File: src/design/l2_cache_pkg.sv
// Set count is fixed at 16 and lines at 32 bytes; the address split depends on both.
`default_nettype none

package l2_cache_pkg;

    // ********************
    // Geometry.
    // ********************
    localparam int line_bits   = 256;
    localparam int offset_bits = 5;
    localparam int set_bits    = 4;
    localparam int num_sets    = 16;
    localparam int tag_bits    = 32 - set_bits - offset_bits;

    typedef logic [line_bits-1:0]   line_t;
    typedef logic [line_bits/8-1:0] byte_en_t;

    typedef struct packed {
        logic [tag_bits-1:0]    tag;
        logic [set_bits-1:0]    set_idx;
        logic [offset_bits-1:0] offset;
    } l2_addr_fields_t;

    // Same word seen raw or split into fields.
    typedef union packed {
        logic [31:0]     raw;
        l2_addr_fields_t f;
    } l2_addr_u;

    // ********************
    // Control to arrays.
    // ********************
    typedef struct packed {
        logic fill;
        logic store;
        logic touch;
        logic evict_sel;
    } ctl_cmd_t;

endpackage : l2_cache_pkg

`default_nettype wire
File: src/design/l2_cache_control.sv
// One requester at a time; requests must be held until mem_resp and memory strobes until pmem_resp.
`default_nettype none

module l2_cache_control
    import l2_cache_pkg::*;
#(
    parameter int num_ways = 8
) (
    input  wire                clk,
    input  wire                rst,
    input  wire                mem_read,
    input  wire                mem_write,
    input  wire [num_ways-1:0] hit,
    input  wire                victim_dirty,
    input  wire                pmem_resp,
    output ctl_cmd_t           cmd,
    output logic               pmem_read,
    output logic               pmem_write,
    output logic               mem_resp
);

    typedef enum logic [2:0] {
        idle,
        cache_access,
        write_back,
        read,
        done
    } state_t;

    state_t state;
    state_t next_state;
    logic   any_hit;

    assign any_hit = |hit;

    // ********************
    // State actions and next state.
    // ********************
    always_comb begin
        cmd        = '0;
        pmem_read  = 1'b0;
        pmem_write = 1'b0;
        mem_resp   = 1'b0;
        next_state = state;
        case (state)
            idle: begin
                if (mem_read || mem_write) begin
                    next_state = cache_access;
                end
            end
            cache_access: begin
                if (any_hit) begin
                    mem_resp   = 1'b1;
                    cmd.touch  = 1'b1;
                    cmd.store  = mem_write;
                    next_state = idle;
                end else if (victim_dirty) begin
                    next_state = write_back;
                end else begin
                    next_state = read;
                end
            end
            write_back: begin
                // Victim tag forms the address.
                pmem_write    = 1'b1;
                cmd.evict_sel = 1'b1;
                if (pmem_resp) begin
                    next_state = read;
                end
            end
            read: begin
                pmem_read = 1'b1;
                if (pmem_resp) begin
                    cmd.fill   = 1'b1;
                    next_state = done;
                end
            end
            done: begin
                // Refilled line hits now.
                mem_resp   = 1'b1;
                cmd.touch  = 1'b1;
                cmd.store  = mem_write;
                next_state = idle;
            end
            default: begin
                next_state = idle;
            end
        endcase
    end

    always_ff @(posedge clk) begin
        if (rst) begin
            state <= idle;
        end else begin
            state <= next_state;
        end
    end

    // ********************
    // Checks.
    // ********************
    a_pmem_excl: assert property (
        @(posedge clk) disable iff (rst) !(pmem_read && pmem_write)
    );

    // Fill must have landed before the done state answers.
    a_resp_hits: assert property (
        @(posedge clk) disable iff (rst) mem_resp |-> any_hit
    );

endmodule : l2_cache_control

`default_nettype wire

File: config.mk
export PLATFORM = sky130hd
export DESIGN_NAME = l2_cache_control
export DESIGN_NICKNAME = d
export VERILOG_FILES = /design/src/design/l2_cache_pkg.sv /design/src/design/l2_cache_control.sv
export SDC_FILE = /design/constraint.sdc
export NUM_CORES = 1
export LEC_CHECK = 0
export ABC_CLOCK_PERIOD_IN_PS = 1860
export BUFFER_PORTS_ARGS = -buffer_cell sky130_fd_sc_hd__buf_2
export CAP_MARGIN = 25
export CORE_AREA = 2 2 39 41
export CTS_CLUSTER_SIZE = 20
export DETAILED_ROUTE_END_ITERATION = 10
export DIE_AREA = 0 0 41 43
export PLACE_DENSITY = 0.45
export SLEW_MARGIN = 10
export SYNTH_ARGS = -nofsm -noshare
export SYNTH_HDL_FRONTEND = slang
export SYNTH_SLANG_ARGS = --single-unit
File: constraint.sdc
create_clock -name clk -period 1.86 [get_ports clk]
set_input_delay 0.093 -clock clk [delete_from_list [all_inputs] [get_ports clk]]
set_output_delay 0.093 -clock clk [all_outputs]
set_load 0.1 [all_outputs]
# After elaboration in Yosys (flattened, before gate mapping)
# Index checks and enable logic that the tools add are counted.
[word_totals] register_bits=3 output_inout_bits=7 word_cells=26
[op_classes] n_eq_ne=7 muxes=14 reduce_logical=4
[ops] operator="3-bit two-way mux" count=4
[ops] operator="3-bit one-hot mux with 4 select lines" count=1
[ops] operator="8-bit OR reduction" count=1
[ops] operator="3-bit by 2-bit equality test with 1-bit output (second input constant)" count=2
[ops] operator="1-bit two-way mux" count=6
[ops] operator="2-bit != test (second input constant)" count=3
[ops] operator="2-bit one-hot mux with 2 select lines" count=1
[ops] operator="3-bit by 1-bit equality test with 1-bit output (second input constant)" count=1
[ops] operator="3-bit equality test (second input constant)" count=1
[ops] operator="3-bit logical NOT" count=1
[ops] operator="3-bit AND reduction" count=1
[ops] operator="2-bit two-way mux" count=1
[ops] operator="1-bit one-hot mux with 2 select lines" count=1
[ops] operator="1-bit logical OR" count=1

# Depth between registers and ports, before layout
[logic_depth] word_depth=3 ltp_mapped=4 mapped_depth_nobuf=3

# Worst setup path after synthesis
# OpenSTA, ideal clock, no wires.
[synth_path] path_type="register to output" start="register state[0]" end="output port cmd[1] in the netlist's numbering" arrival_ps=2592 path_slack_ps=-825 stages_incl_launch_ff=5 path_cell_list="dfxtp_1 > nor2b_1 > o21ai_1 > a21oi_1 > buf_4"
[synth_rtl] item="start: declaration" line="l2_cache_control.sv:30" source="state_t state;"
[synth_rtl] item="start signal: assignment" line="l2_cache_control.sv:93" source="state <= idle;"
[synth_rtl] item="start signal: assignment" line="l2_cache_control.sv:95" source="state <= next_state;"
[synth_rtl] item="end: declaration" line="l2_cache_control.sv:16" source="output ctl_cmd_t cmd,"

# Worst setup path in the final report
[layout_path] start="register state[0]" end="output port mem_resp"
[layout_via] elab_chain_cells=2
[layout_lines] item="3-bit equality test or 3-bit by 1-bit equality test with 1-bit output (tied branches)" line="l2_cache_control.sv:45" source="case (state)"
[layout_lines] item="1-bit one-hot mux with 2 select lines (*)" line="l2_cache_control.sv:45"
[layout_lines] item="end: declaration" line="l2_cache_control.sv:19" source="output logic mem_resp"
# Mark *: on every way between the ends. The rest lies on a longest branch, timed or not.

==> results_dict.tcl <==
set metrics [dict create \
    h-tree-depth 1 \
    num_rows 14 \
    fmax_mhz 632 \
    cts.path.max_buffers 2 \
    insertion_delay_ns 0.24 \
    cts_tree "done" \
    finalSetupViolCount 0 \
    core_area_sq_mm 0.00138 \
    start_kind "flop" \
    grt_first_pass_wirelength_um 966 \
    die-area_sq_mm 0.00176 \
    cpPeakStageDelay_ns 0.43 \
    gp_congestion 0.753 \
    die_y_um 43 \
    period_share_pct 85.1 \
    ir_drop_v 0.000188 \
    grt_pass1_vias 263 \
    reg_top3 "state: 3 flops" \
    mostFrequentLayoutCells "buf_2 (20), nand2b_1 (3), clkbuf_4 (3), dfxtp_1 (3)" \
    top_register "state" \
    syn_area_sq_um 218 \
    worst_setup_path_end_kind "output pin" \
    comb_power_share_pct 28.2 \
    relSlewSlack_pct 67.9 \
    ys_top_cells_by_area "dfxtp_1 (28%), nand2b_1 (8.6%), a21oi_1 (6.9%)" \
    overflow 0 \
    die_w_um 41 \
    synth_cell_types 18 \
    cts_buffers 3 \
    viasPerCell 4.19 \
    hold_buffers 0 \
    skew_ns 0.00387 \
    ios 21 \
    place_ws_ns 0.309 \
    totalPowerFinal_w 0.000259 \
    cts_setup_buffers 0 \
    ys_seq_area_share_pct 27.6 \
    worstPathMaxFanout 6 \
    clock-sinks 3 \
    initial_core_util_pct 15.7 \
    post-route-drc-count 0 \
    power.switching_w 0.0000913 \
    vias 281 \
    grt_setup_unrepaired "false" \
    p_seq_share_pct 26.9 \
    crit_type "flop to output pin" \
    n_antenna_cell 0 \
    drt_iter0_drc 2 \
    ant_nets 0 \
    p_int_w 0.000168 \
    cp_slowest_cell "buf_2" \
    synth_top_area_share_pct 27.6 \
    cp_cell_sequence "nor2b_1 > o21ai_1 > a21oi_2 > buf_2" \
    worst_slew_pin_slew_ns 0.485 \
    synth.largest_area_cell "dfxtp_1" \
    crit_family "buffers and inverters" \
    nNetsFinal 66 \
    drv_cap 0 \
    syn_inst 29 \
    worst-path-buf-inv 1 \
    syn_nets 43 \
    arrival_ns 1.49 \
    yosysWarnings 0 \
    hold_violations 0 \
    antenna_found_initial 0 \
    maxSlewViolCount 0 \
    hold_path_class "input port to flop" \
    grt_max_degree 9 \
    critPathRequiredTime_ns 1.77 \
    power_frac_clock_pct 44.9 \
    area_growth_pct 66.1 \
    drive_above_1_share_pct 56.9 \
    layout_setup_ws_ns 0.277 \
    final_common_cell "buf_2" \
    cts-root-buf "clkbuf_4" \
    track_usage_pct 8.63 \
    switching_share_pct 35.2 \
    period_minus_slack_ns 1.58 \
    dp_hpwl_um 509 \
    avgSynthCellArea_sq_um 7.51 \
    largest_register_ffs 3 \
    n_fill_cell 158 \
    routedWlPerCell_um 9.01 \
    synth-seq-cells 3 \
    ctsResizeCount 0 \
    first_pass_iters 2 \
    p_per_area_mw_per_mm2 717 \
    clk_pin_slew_worst_paths_ns 0.04 \
    portBuffers 20 \
    status "finished clean" \
    power_leakage_nw 0.179 \
    wirelength_um 604 \
]
==> cell families after synthesis <==
family                 count (synthesis)  share of synthesized area [%]
AO/OA/AOI/OAI                          6                           17.8
AND/OR/NAND/NOR                       17                           46.0
flip-flops                             3                           27.6
buffers and inverters                  3                           8.62
==> through the flow <==
stage               TNS (ns)  instance area, sq um  hold slack [ns]  instances  utilization (%)
floorplan             -0.313                   230            0.172         29                -
global placement           0                   335            0.273         63             24.2
detailed placement         0                   335            0.276         63             24.2
CTS                        0                   362           0.0299         67             26.1
global route               0                   362           0.0376         67             26.1
finish                     0                   362           0.0331         67             26.1
==> Yosys cell counts <==
master and count:
a21oi_1 3, or4_1 2, a311oi_1 1, nor2_1 3, nor4_1 1, buf_4 2, o21ba_1 1, nor2b_1 1
nand2b_1 3, or4_4 1, o21ai_1 1, nand2_1 2, or3_1 1, inv_1 1, and2_1 1, nor3_1 1
or2_2 1, dfxtp_1 3
==> layer usage <==
metal / global-route usage [%] / share of wire, %
met4: 8.00 / 3.5
met3: 3.14 / 12
met2: 11.6 / 43
met1: 9.94 / 41
met5: 0 / 0
==> cell type report <==
| type | count | area (sq um) | area share [%] |
|---|---|---|---|
| Clock buffer | 4 | 26.3 | 7.27 |
| Inverter | 1 | 3.75 | 1.04 |
| Multi-Input combinational cell | 23 | 151 | 41.9 |
| Sequential cell | 3 | 60.1 | 16.6 |
| Tap cell | 16 | 20.0 | 5.54 |
| Timing Repair Buffer | 20 | 100 | 27.7 |
==> power groups by stage <==
| stage | sequential [W] | clock (W) | combinational, W |
|---|---|---|---|
| final | 0.0000697 | 0.000116 | 0.0000731 |
| after global routing | 0.0000699 | 0.000123 | 0.0000773 |
| after CTS | 0.0000695 | 0.000121 | 0.0000738 |
| after detailed placement | 0.0000705 | 0 | 0.0000735 |
| after global placement | 0.0000706 | 0 | 0.0000736 |
| after floorplan | 0.0000700 | 0 | 0.0000559 |
==> path summary, 6_finish.rpt <==
kind	from	slack, ns	end	depth (start not counted)
max reg2reg	state[1]	0.62	state[0]	2
min	rst	0.03	state[2]	2
max	state[0]	0.28	mem_resp	4
min reg2reg	state[0]	0.57	state[0]	1
(Power assumes the default switching activity.)
