**config.mk**
```make
export PLATFORM = sky130hd
export DESIGN_NAME = tag_meta_array
export DESIGN_NICKNAME = d
export VERILOG_FILES = /design/src/design/l2_cache_pkg.sv /design/src/design/tag_meta_array.sv
export SDC_FILE = /design/constraint.sdc
export NUM_CORES = 2
export LEC_CHECK = 0
export BUFFER_PORTS_ARGS = -buffer_cell sky130_fd_sc_hd__clkbuf_2
export CAP_MARGIN = 20
export CORE_ASPECT_RATIO = 0.9
export CORE_UTILIZATION = 45
export DETAILED_ROUTE_END_ITERATION = 8
export PLACE_DENSITY = 0.65
export SKIP_CTS_REPAIR_TIMING = 1
export SLEW_MARGIN = 0
export SYNTH_ARGS = -nofsm -noshare
export SYNTH_HDL_FRONTEND = slang
export SYNTH_SLANG_ARGS = --single-unit
```
**constraint.sdc**
```tcl
create_clock -name clk -period 4.7 [get_ports clk]
set_input_delay 0.235 -clock clk [delete_from_list [all_inputs] [get_ports clk]]
set_output_delay 0.235 -clock clk [all_outputs]
set_load 0.01 [all_outputs]
```
**src/design/l2_cache_pkg.sv**
```systemverilog
// Set count is fixed at 16 and lines at 32 bytes; the address split depends on both.
`default_nettype none

package l2_cache_pkg;

    // ********************
    // Geometry.
    // ********************
    localparam int line_bits   = 256;
    localparam int offset_bits = 5;
    localparam int set_bits    = 4;
    localparam int num_sets    = 16;
    localparam int tag_bits    = 32 - set_bits - offset_bits;

    typedef logic [line_bits-1:0]   line_t;
    typedef logic [line_bits/8-1:0] byte_en_t;

    typedef struct packed {
        logic [tag_bits-1:0]    tag;
        logic [set_bits-1:0]    set_idx;
        logic [offset_bits-1:0] offset;
    } l2_addr_fields_t;

    // Same word seen raw or split into fields.
    typedef union packed {
        logic [31:0]     raw;
        l2_addr_fields_t f;
    } l2_addr_u;

    // ********************
    // Control to arrays.
    // ********************
    typedef struct packed {
        logic fill;
        logic store;
        logic touch;
        logic evict_sel;
    } ctl_cmd_t;

endpackage : l2_cache_pkg

`default_nettype wire
```
**src/design/tag_meta_array.sv**
```systemverilog
// Tags are written only on fill; fill and store never come in the same cycle.
`default_nettype none

module tag_meta_array
    import l2_cache_pkg::*;
#(
    parameter int num_ways = 8
) (
    input  wire                  clk,
    input  wire                  rst,
    input  wire [tag_bits-1:0]   req_tag,
    input  wire [set_bits-1:0]   set_idx,
    input  wire ctl_cmd_t        cmd,
    input  wire [num_ways-1:0]   victim,
    output logic [num_ways-1:0]  hit,
    output logic                 victim_dirty,
    output logic [tag_bits-1:0]  victim_tag
);

    logic [tag_bits-1:0] tags  [num_sets][num_ways];
    logic [num_ways-1:0] valid [num_sets];
    logic [num_ways-1:0] dirty [num_sets];

    // ********************
    // Lookup.
    // ********************
    always_comb begin
        victim_tag = '0;
        for (int w = 0; w < num_ways; w++) begin
            hit[w] = valid[set_idx][w] && (tags[set_idx][w] == req_tag);
            if (victim[w]) begin
                victim_tag = victim_tag | tags[set_idx][w];
            end
        end
    end

    assign victim_dirty = |(victim & valid[set_idx] & dirty[set_idx]);

    // ********************
    // Update.
    // ********************
    always_ff @(posedge clk) begin
        if (rst) begin
            for (int s = 0; s < num_sets; s++) begin
                valid[s] <= '0;
                dirty[s] <= '0;
            end
        end else if (cmd.fill) begin
            valid[set_idx] <= valid[set_idx] | victim;
            dirty[set_idx] <= dirty[set_idx] & ~victim;
        end else if (cmd.store) begin
            dirty[set_idx] <= dirty[set_idx] | hit;
        end
    end

    always_ff @(posedge clk) begin
        if (cmd.fill) begin
            for (int w = 0; w < num_ways; w++) begin
                if (victim[w]) begin
                    tags[set_idx][w] <= req_tag;
                end
            end
        end
    end

    // A fill only follows a miss, so a tag never lives in two ways.
    a_hit_onehot0: assert property (
        @(posedge clk) disable iff (rst) $onehot0(hit)
    );

endmodule : tag_meta_array

`default_nettype wire

```
-- After elaboration in Yosys (flattened, before gate mapping)
Memories as Yosys holds them, arrays and structs flattened.
Cells that the tools add are included.
- mux-type cells: 48
- equality and inequality tests: 8
- reduce and logical (&&, ||, !) cells: 11
- bitwise gates (word level): 14
- operator list (cell ; number):
    $eq A23 B23 Y1 ; 8
    $mux W23 ; 8
    $or A23 B23 Y23 ; 7
    $mux W1 ; 35
    $and A8 B8 Y8 ; 3
    $mux W8 ; 3
    $reduce_or A8 Y1 ; 3
    $or A8 B8 Y8 ; 2
    $logic_and A1 B1 Y1 ; 8
    $mux W4 ; 2
    $not A8 Y8 ; 1
    $or A1 B1 Y1 ; 1
- memory bits (writable): 3200
- memories: 3
- output and inout bits: 32
- input bits: 41
- flip-flop bits (word level): 0
- logic and storage cells: 84
- memory list (name ; depth ; width ; read ports ; clocked after memory_dff ; write ports ; RTL line ; RTL):
    tags ; 16 ; 184 ; 1 ; 0 ; 1 ; tag_meta_array.sv:20 ; logic [tag_bits-1:0] tags [num_sets][num_ways];
    dirty ; 16 ; 8 ; 1 ; 0 ; 16 ; tag_meta_array.sv:22 ; logic [num_ways-1:0] dirty [num_sets];
    valid ; 16 ; 8 ; 1 ; 0 ; 16 ; tag_meta_array.sv:21 ; logic [num_ways-1:0] valid [num_sets];

-- Longest topological paths before layout
An unclocked memory read counts as a cell.
- word-level depth: 16
- mapped depth: 19
- gate-level depth less buffers: 8

-- Worst setup path before layout
No wires, ideal clock.
- kind: input to register
- start: in set_idx[3]
- end: mem tags[0][0] (netlist bit), enable pin
- path buffers: 8
- setup slack: 1133 ps
- required time: 4297 ps
- arrival time: 3164 ps
- stages: 11
- library setup time: 403 ps
- cell sequence: buf_4 -> buf_4 -> buf_4 -> buf_6 -> buf_4 -> buf_2 -> nor2_1 -> buf_2 -> clkbuf_1 -> nand2_1 -> nor2_1
- RTL lines (element ; RTL line ; RTL):
    from (decl) ; tag_meta_array.sv:12 ; input wire [set_bits-1:0] set_idx,
    to (decl) ; tag_meta_array.sv:20 ;
No word-level cell before the write port.

-- Final worst setup path
- start: in set_idx[1]
- end: out victim_tag[20]
- longest elaborated chain between the ends: 16
- RTL lines (element ; RTL line ; RTL):
    $mem_v2 Z16 W184 (*) ; -- ;
    $mux W23 ; tag_meta_array.sv:31 ; if (victim[w]) begin
    $or A23 B23 Y23 ; tag_meta_array.sv:32 ; victim_tag = victim_tag | tags[set_idx][w];
    $mux W23 ; tag_meta_array.sv:31 ;
    $or A23 B23 Y23 ; tag_meta_array.sv:32 ;
    $mux W23 ; tag_meta_array.sv:31 ;
    $or A23 B23 Y23 ; tag_meta_array.sv:32 ;
    $mux W23 ; tag_meta_array.sv:31 ;
    $or A23 B23 Y23 ; tag_meta_array.sv:32 ;
    $mux W23 ; tag_meta_array.sv:31 ;
    $or A23 B23 Y23 ; tag_meta_array.sv:32 ;
    $mux W23 ; tag_meta_array.sv:31 ;
    $or A23 B23 Y23 ; tag_meta_array.sv:32 ;
    $mux W23 ; tag_meta_array.sv:31 ;
    $or A23 B23 Y23 ; tag_meta_array.sv:32 ;
    $mux W23 (*) ; tag_meta_array.sv:31 ;
    to (decl) ; tag_meta_array.sv:17 ; output logic [tag_bits-1:0] victim_tag
Mark *: on every way between the ends. The rest lies on a longest branch, timed or not.

==> flow_summary.toml <==
[status]
status = "finished, final reports clean"

[synthesis]
synthCells = 7166
ys_seq_area_frac = 0.7217
avgSynthCellArea_um2 = 18.58
synthMuxAreaShare = 0.1561
synth_compound_area_frac = 0.04607
synth_simple_gate_area_frac = 0.04029
ys_warn_count = 0
synthAdderAreaFrac = 0
syn_area_um2 = 133100
synth_xor_area_frac = 0.01138
ys_types = 100
syn_nets = 7207
synth_top_family_by_area = "multiplexers"
ys_ff_latch = 3200
ys_async_sr_fraction = 0
synth_edf_count = 3200
synth_ff_type = "edfxtp_1"

[sta]
hold_viol_final = 0
slew_headroom = 0.1641
min_period_over_period = 0.9989
finClkSkew_ns = 0.08081
slew_viol_final = 0
rsz0062_at_grt = "false"
finalSetupViolations = 0
fin_crit_ns = 4.695
fin_tns_setup_ns = 0
max_freq_ghz = 0.2130
tightest_slew_ns = 1.219
holdWs_ns = 0.005466

[critical_path]
reg2reg_depth = 9
timing.rr.start = "tags[15][77]$_DFFE_PP_"
crit_start = "set_idx[1]"
timing.critical_path.buf_inv = 4
path_cells = "buf_12 > buf_12 > buf_12 > mux4_2 > mux2i_1 > mux2i_1 > a32oi_1 > nand4_1 > clkbuf_2"
cp_common_cell = "buf_12"
cp-end-kind = "output port"
cp.required_ns = 4.47
cpPeakStageDelay_ns = 0.68
critical_path.endpoint = "victim_tag[20]"
critPathTopFamily = "multiplexers"
arrival_ns = 4.46
crit_type = "in -> out"
critical_path.startpoint_type = "primary input"
critical_path_depth = 9
path_max_fanout = 44
cp_slowest_cell = "nand4_1"
r2r_setup_slack_ns = 0.72
r2r-end = "dirty[4][4]$_SDFFCE_PN0P_"

[die]
dieHeight_um = 518.0
start_util = 0.4522
rows = 189
core_um2 = 294400
dieArea_um2 = 298100
die_x_um = 575.4
ios = 73

[clocking]
tritoncts = "done"
cts_root_buf = "clkbuf_16"
cts.sinks = 3200
htree_levels = 5
cts_max_path_buffers = 4
clk_latency_ns = 0.94
numCtsBuffers = 324
path_clk_slew_ns = 0.06

[grt]
grt_usage = 0.2904
antenna_found_initial = 33
grt_overflow = 0
grt_max_degree = 145
grt_pass1_wl_um = 598200
grt_pass1_vias = 73134

[route]
wl_per_cell_um = 37.14
vias = 77249
drc = 0
finalWirelength_um = 439700
firstDrtPassIters = 9
vias_per_cell = 6.525
antenna_left = 0
drt-initial-drc-count = 12562

[placement]
dp_hpwl_um = 279300
routabilityCongestion = 1.020
place.port_buffers = 70
placed_cells = 11235

[power_and_ir_drop]
ir_drop_v = 0.0003279
p_per_area_nw_per_um2 = 414.2
leakage_nw = 49.48
p_total_mw = 62.65

[flow_run]
maxCapViolations = 0

[cells_and_area]
instances_no_fill = 11839
layout_commonest_cell = "edfxtp_1"
fin_nets = 7711
fillers = 23466
final_cell_mix = "edfxtp_1 (3200), mux4_2 (591), mux2i_1 (486)"
final_layout_size_suffix_gt1_frac = 0.2568
final_core_util = 0.5138
syn_to_final_growth_pct = 13.60

[hold_path]
min_path_type = "in -> reg"
[metal layers]
metal  GRT usage  vias to the layer above  wire [um]
met5           0                        -         94
met4      0.1551                       16      27380
met3     0.08714                     1116      56700
met2      0.4240                     5715     193000
met1      0.3925                    40159     162600
li1            -                    30243          -
[area by class of cell]
class	instances	area [um^2]	area share
diodes	15	37.54	0.0002482
clock buffers	391	8444	0.05583
multi-input cells	3470	34200	0.2261
repair buffers	640	5717	0.03779
flip-flops and latches	3200	96090	0.6353
well taps	3915	4898	0.03238
inverters	34	147.6	0.0009761
clock inverters	174	1725	0.01141
[power by group]
group | total (mW) | internal, mW | switching (mW) | leakage [nW]
clock network | 25.3 | 14.3 | 11.0 | 4.96
registers | 31.9 | 31.8 | 0.0937 | 29.2
logic | 5.40 | 1.70 | 3.70 | 15.3
total | 62.7 | 47.8 | 14.8 | 49.5
[state kept, by name, summed over array words and instances (netlist names)]
name and cells:
dirty 128, tags 2944, valid 128
[worst min-delay path by stage]
| stage | slack, ns | cells past startpoint | endpoint | start |
|---|---|---|---|---|
| after global placement | 0.58 | 1 | tags[13][53]$_DFFE_PP_ | req_tag[7] |
| after CTS | -0.38 | 1 | tags[1][75]$_DFFE_PP_ | req_tag[6] |
| after floorplan | 0.33 | 0 | tags[0][0]$_DFFE_PP_ | req_tag[0] |
| after global routing | 0.01 | 2 | tags[0][108]$_DFFE_PP_ | req_tag[16] |
| after detailed placement | 0.58 | 1 | tags[15][53]$_DFFE_PP_ | req_tag[7] |
| final | 0.005 | 2 | tags[11][108]$_DFFE_PP_ | req_tag[16] |
[kinds of logic (layout without fill, tap and decap cells)]
group                     count (synthesis)  after routing
xor gates and xnor gates                173            173
muxes                                  1271           1271
buffers and inverters                   496           1239
other                                     0             15
and+or+nand+nor                        1176           1176
DFF                                    3200           3200
AOI/OAI and AO/OA                       850            850
[metrics by stage]
stage	area (um^2)	setup slack, ns
2_1_floorplan	133100	1.133
3_3_place_gp	140800	0.2136
3_5_place_dp	140800	0.1558
4_1_cts	151000	0.2730
5_1_grt	151200	0.03909
6_report	151300	0.005090
[cell usage after synthesis, types with 75 or more instances]
| master | instances | area, um^2 |
|---|---|---|
| a22oi_1 | 186 | 1396 |
| nand2_1 | 377 | 1415 |
| a21oi_1 | 115 | 575.6 |
| clkbuf_1 | 149 | 559.3 |
| buf_2 | 117 | 585.6 |
| nand3_1 | 112 | 560.5 |
| mux2_2 | 166 | 1869 |
| o21ai_0 | 88 | 440.4 |
| nor2_1 | 413 | 1550 |
| xnor2_1 | 169 | 1480 |
| o22ai_1 | 75 | 469.2 |
| mux4_2 | 591 | 13310 |
| mux2i_1 | 486 | 4865 |
| edfxtp_1 | 3200 | 96090 |
(Power assumes the default switching activity.)
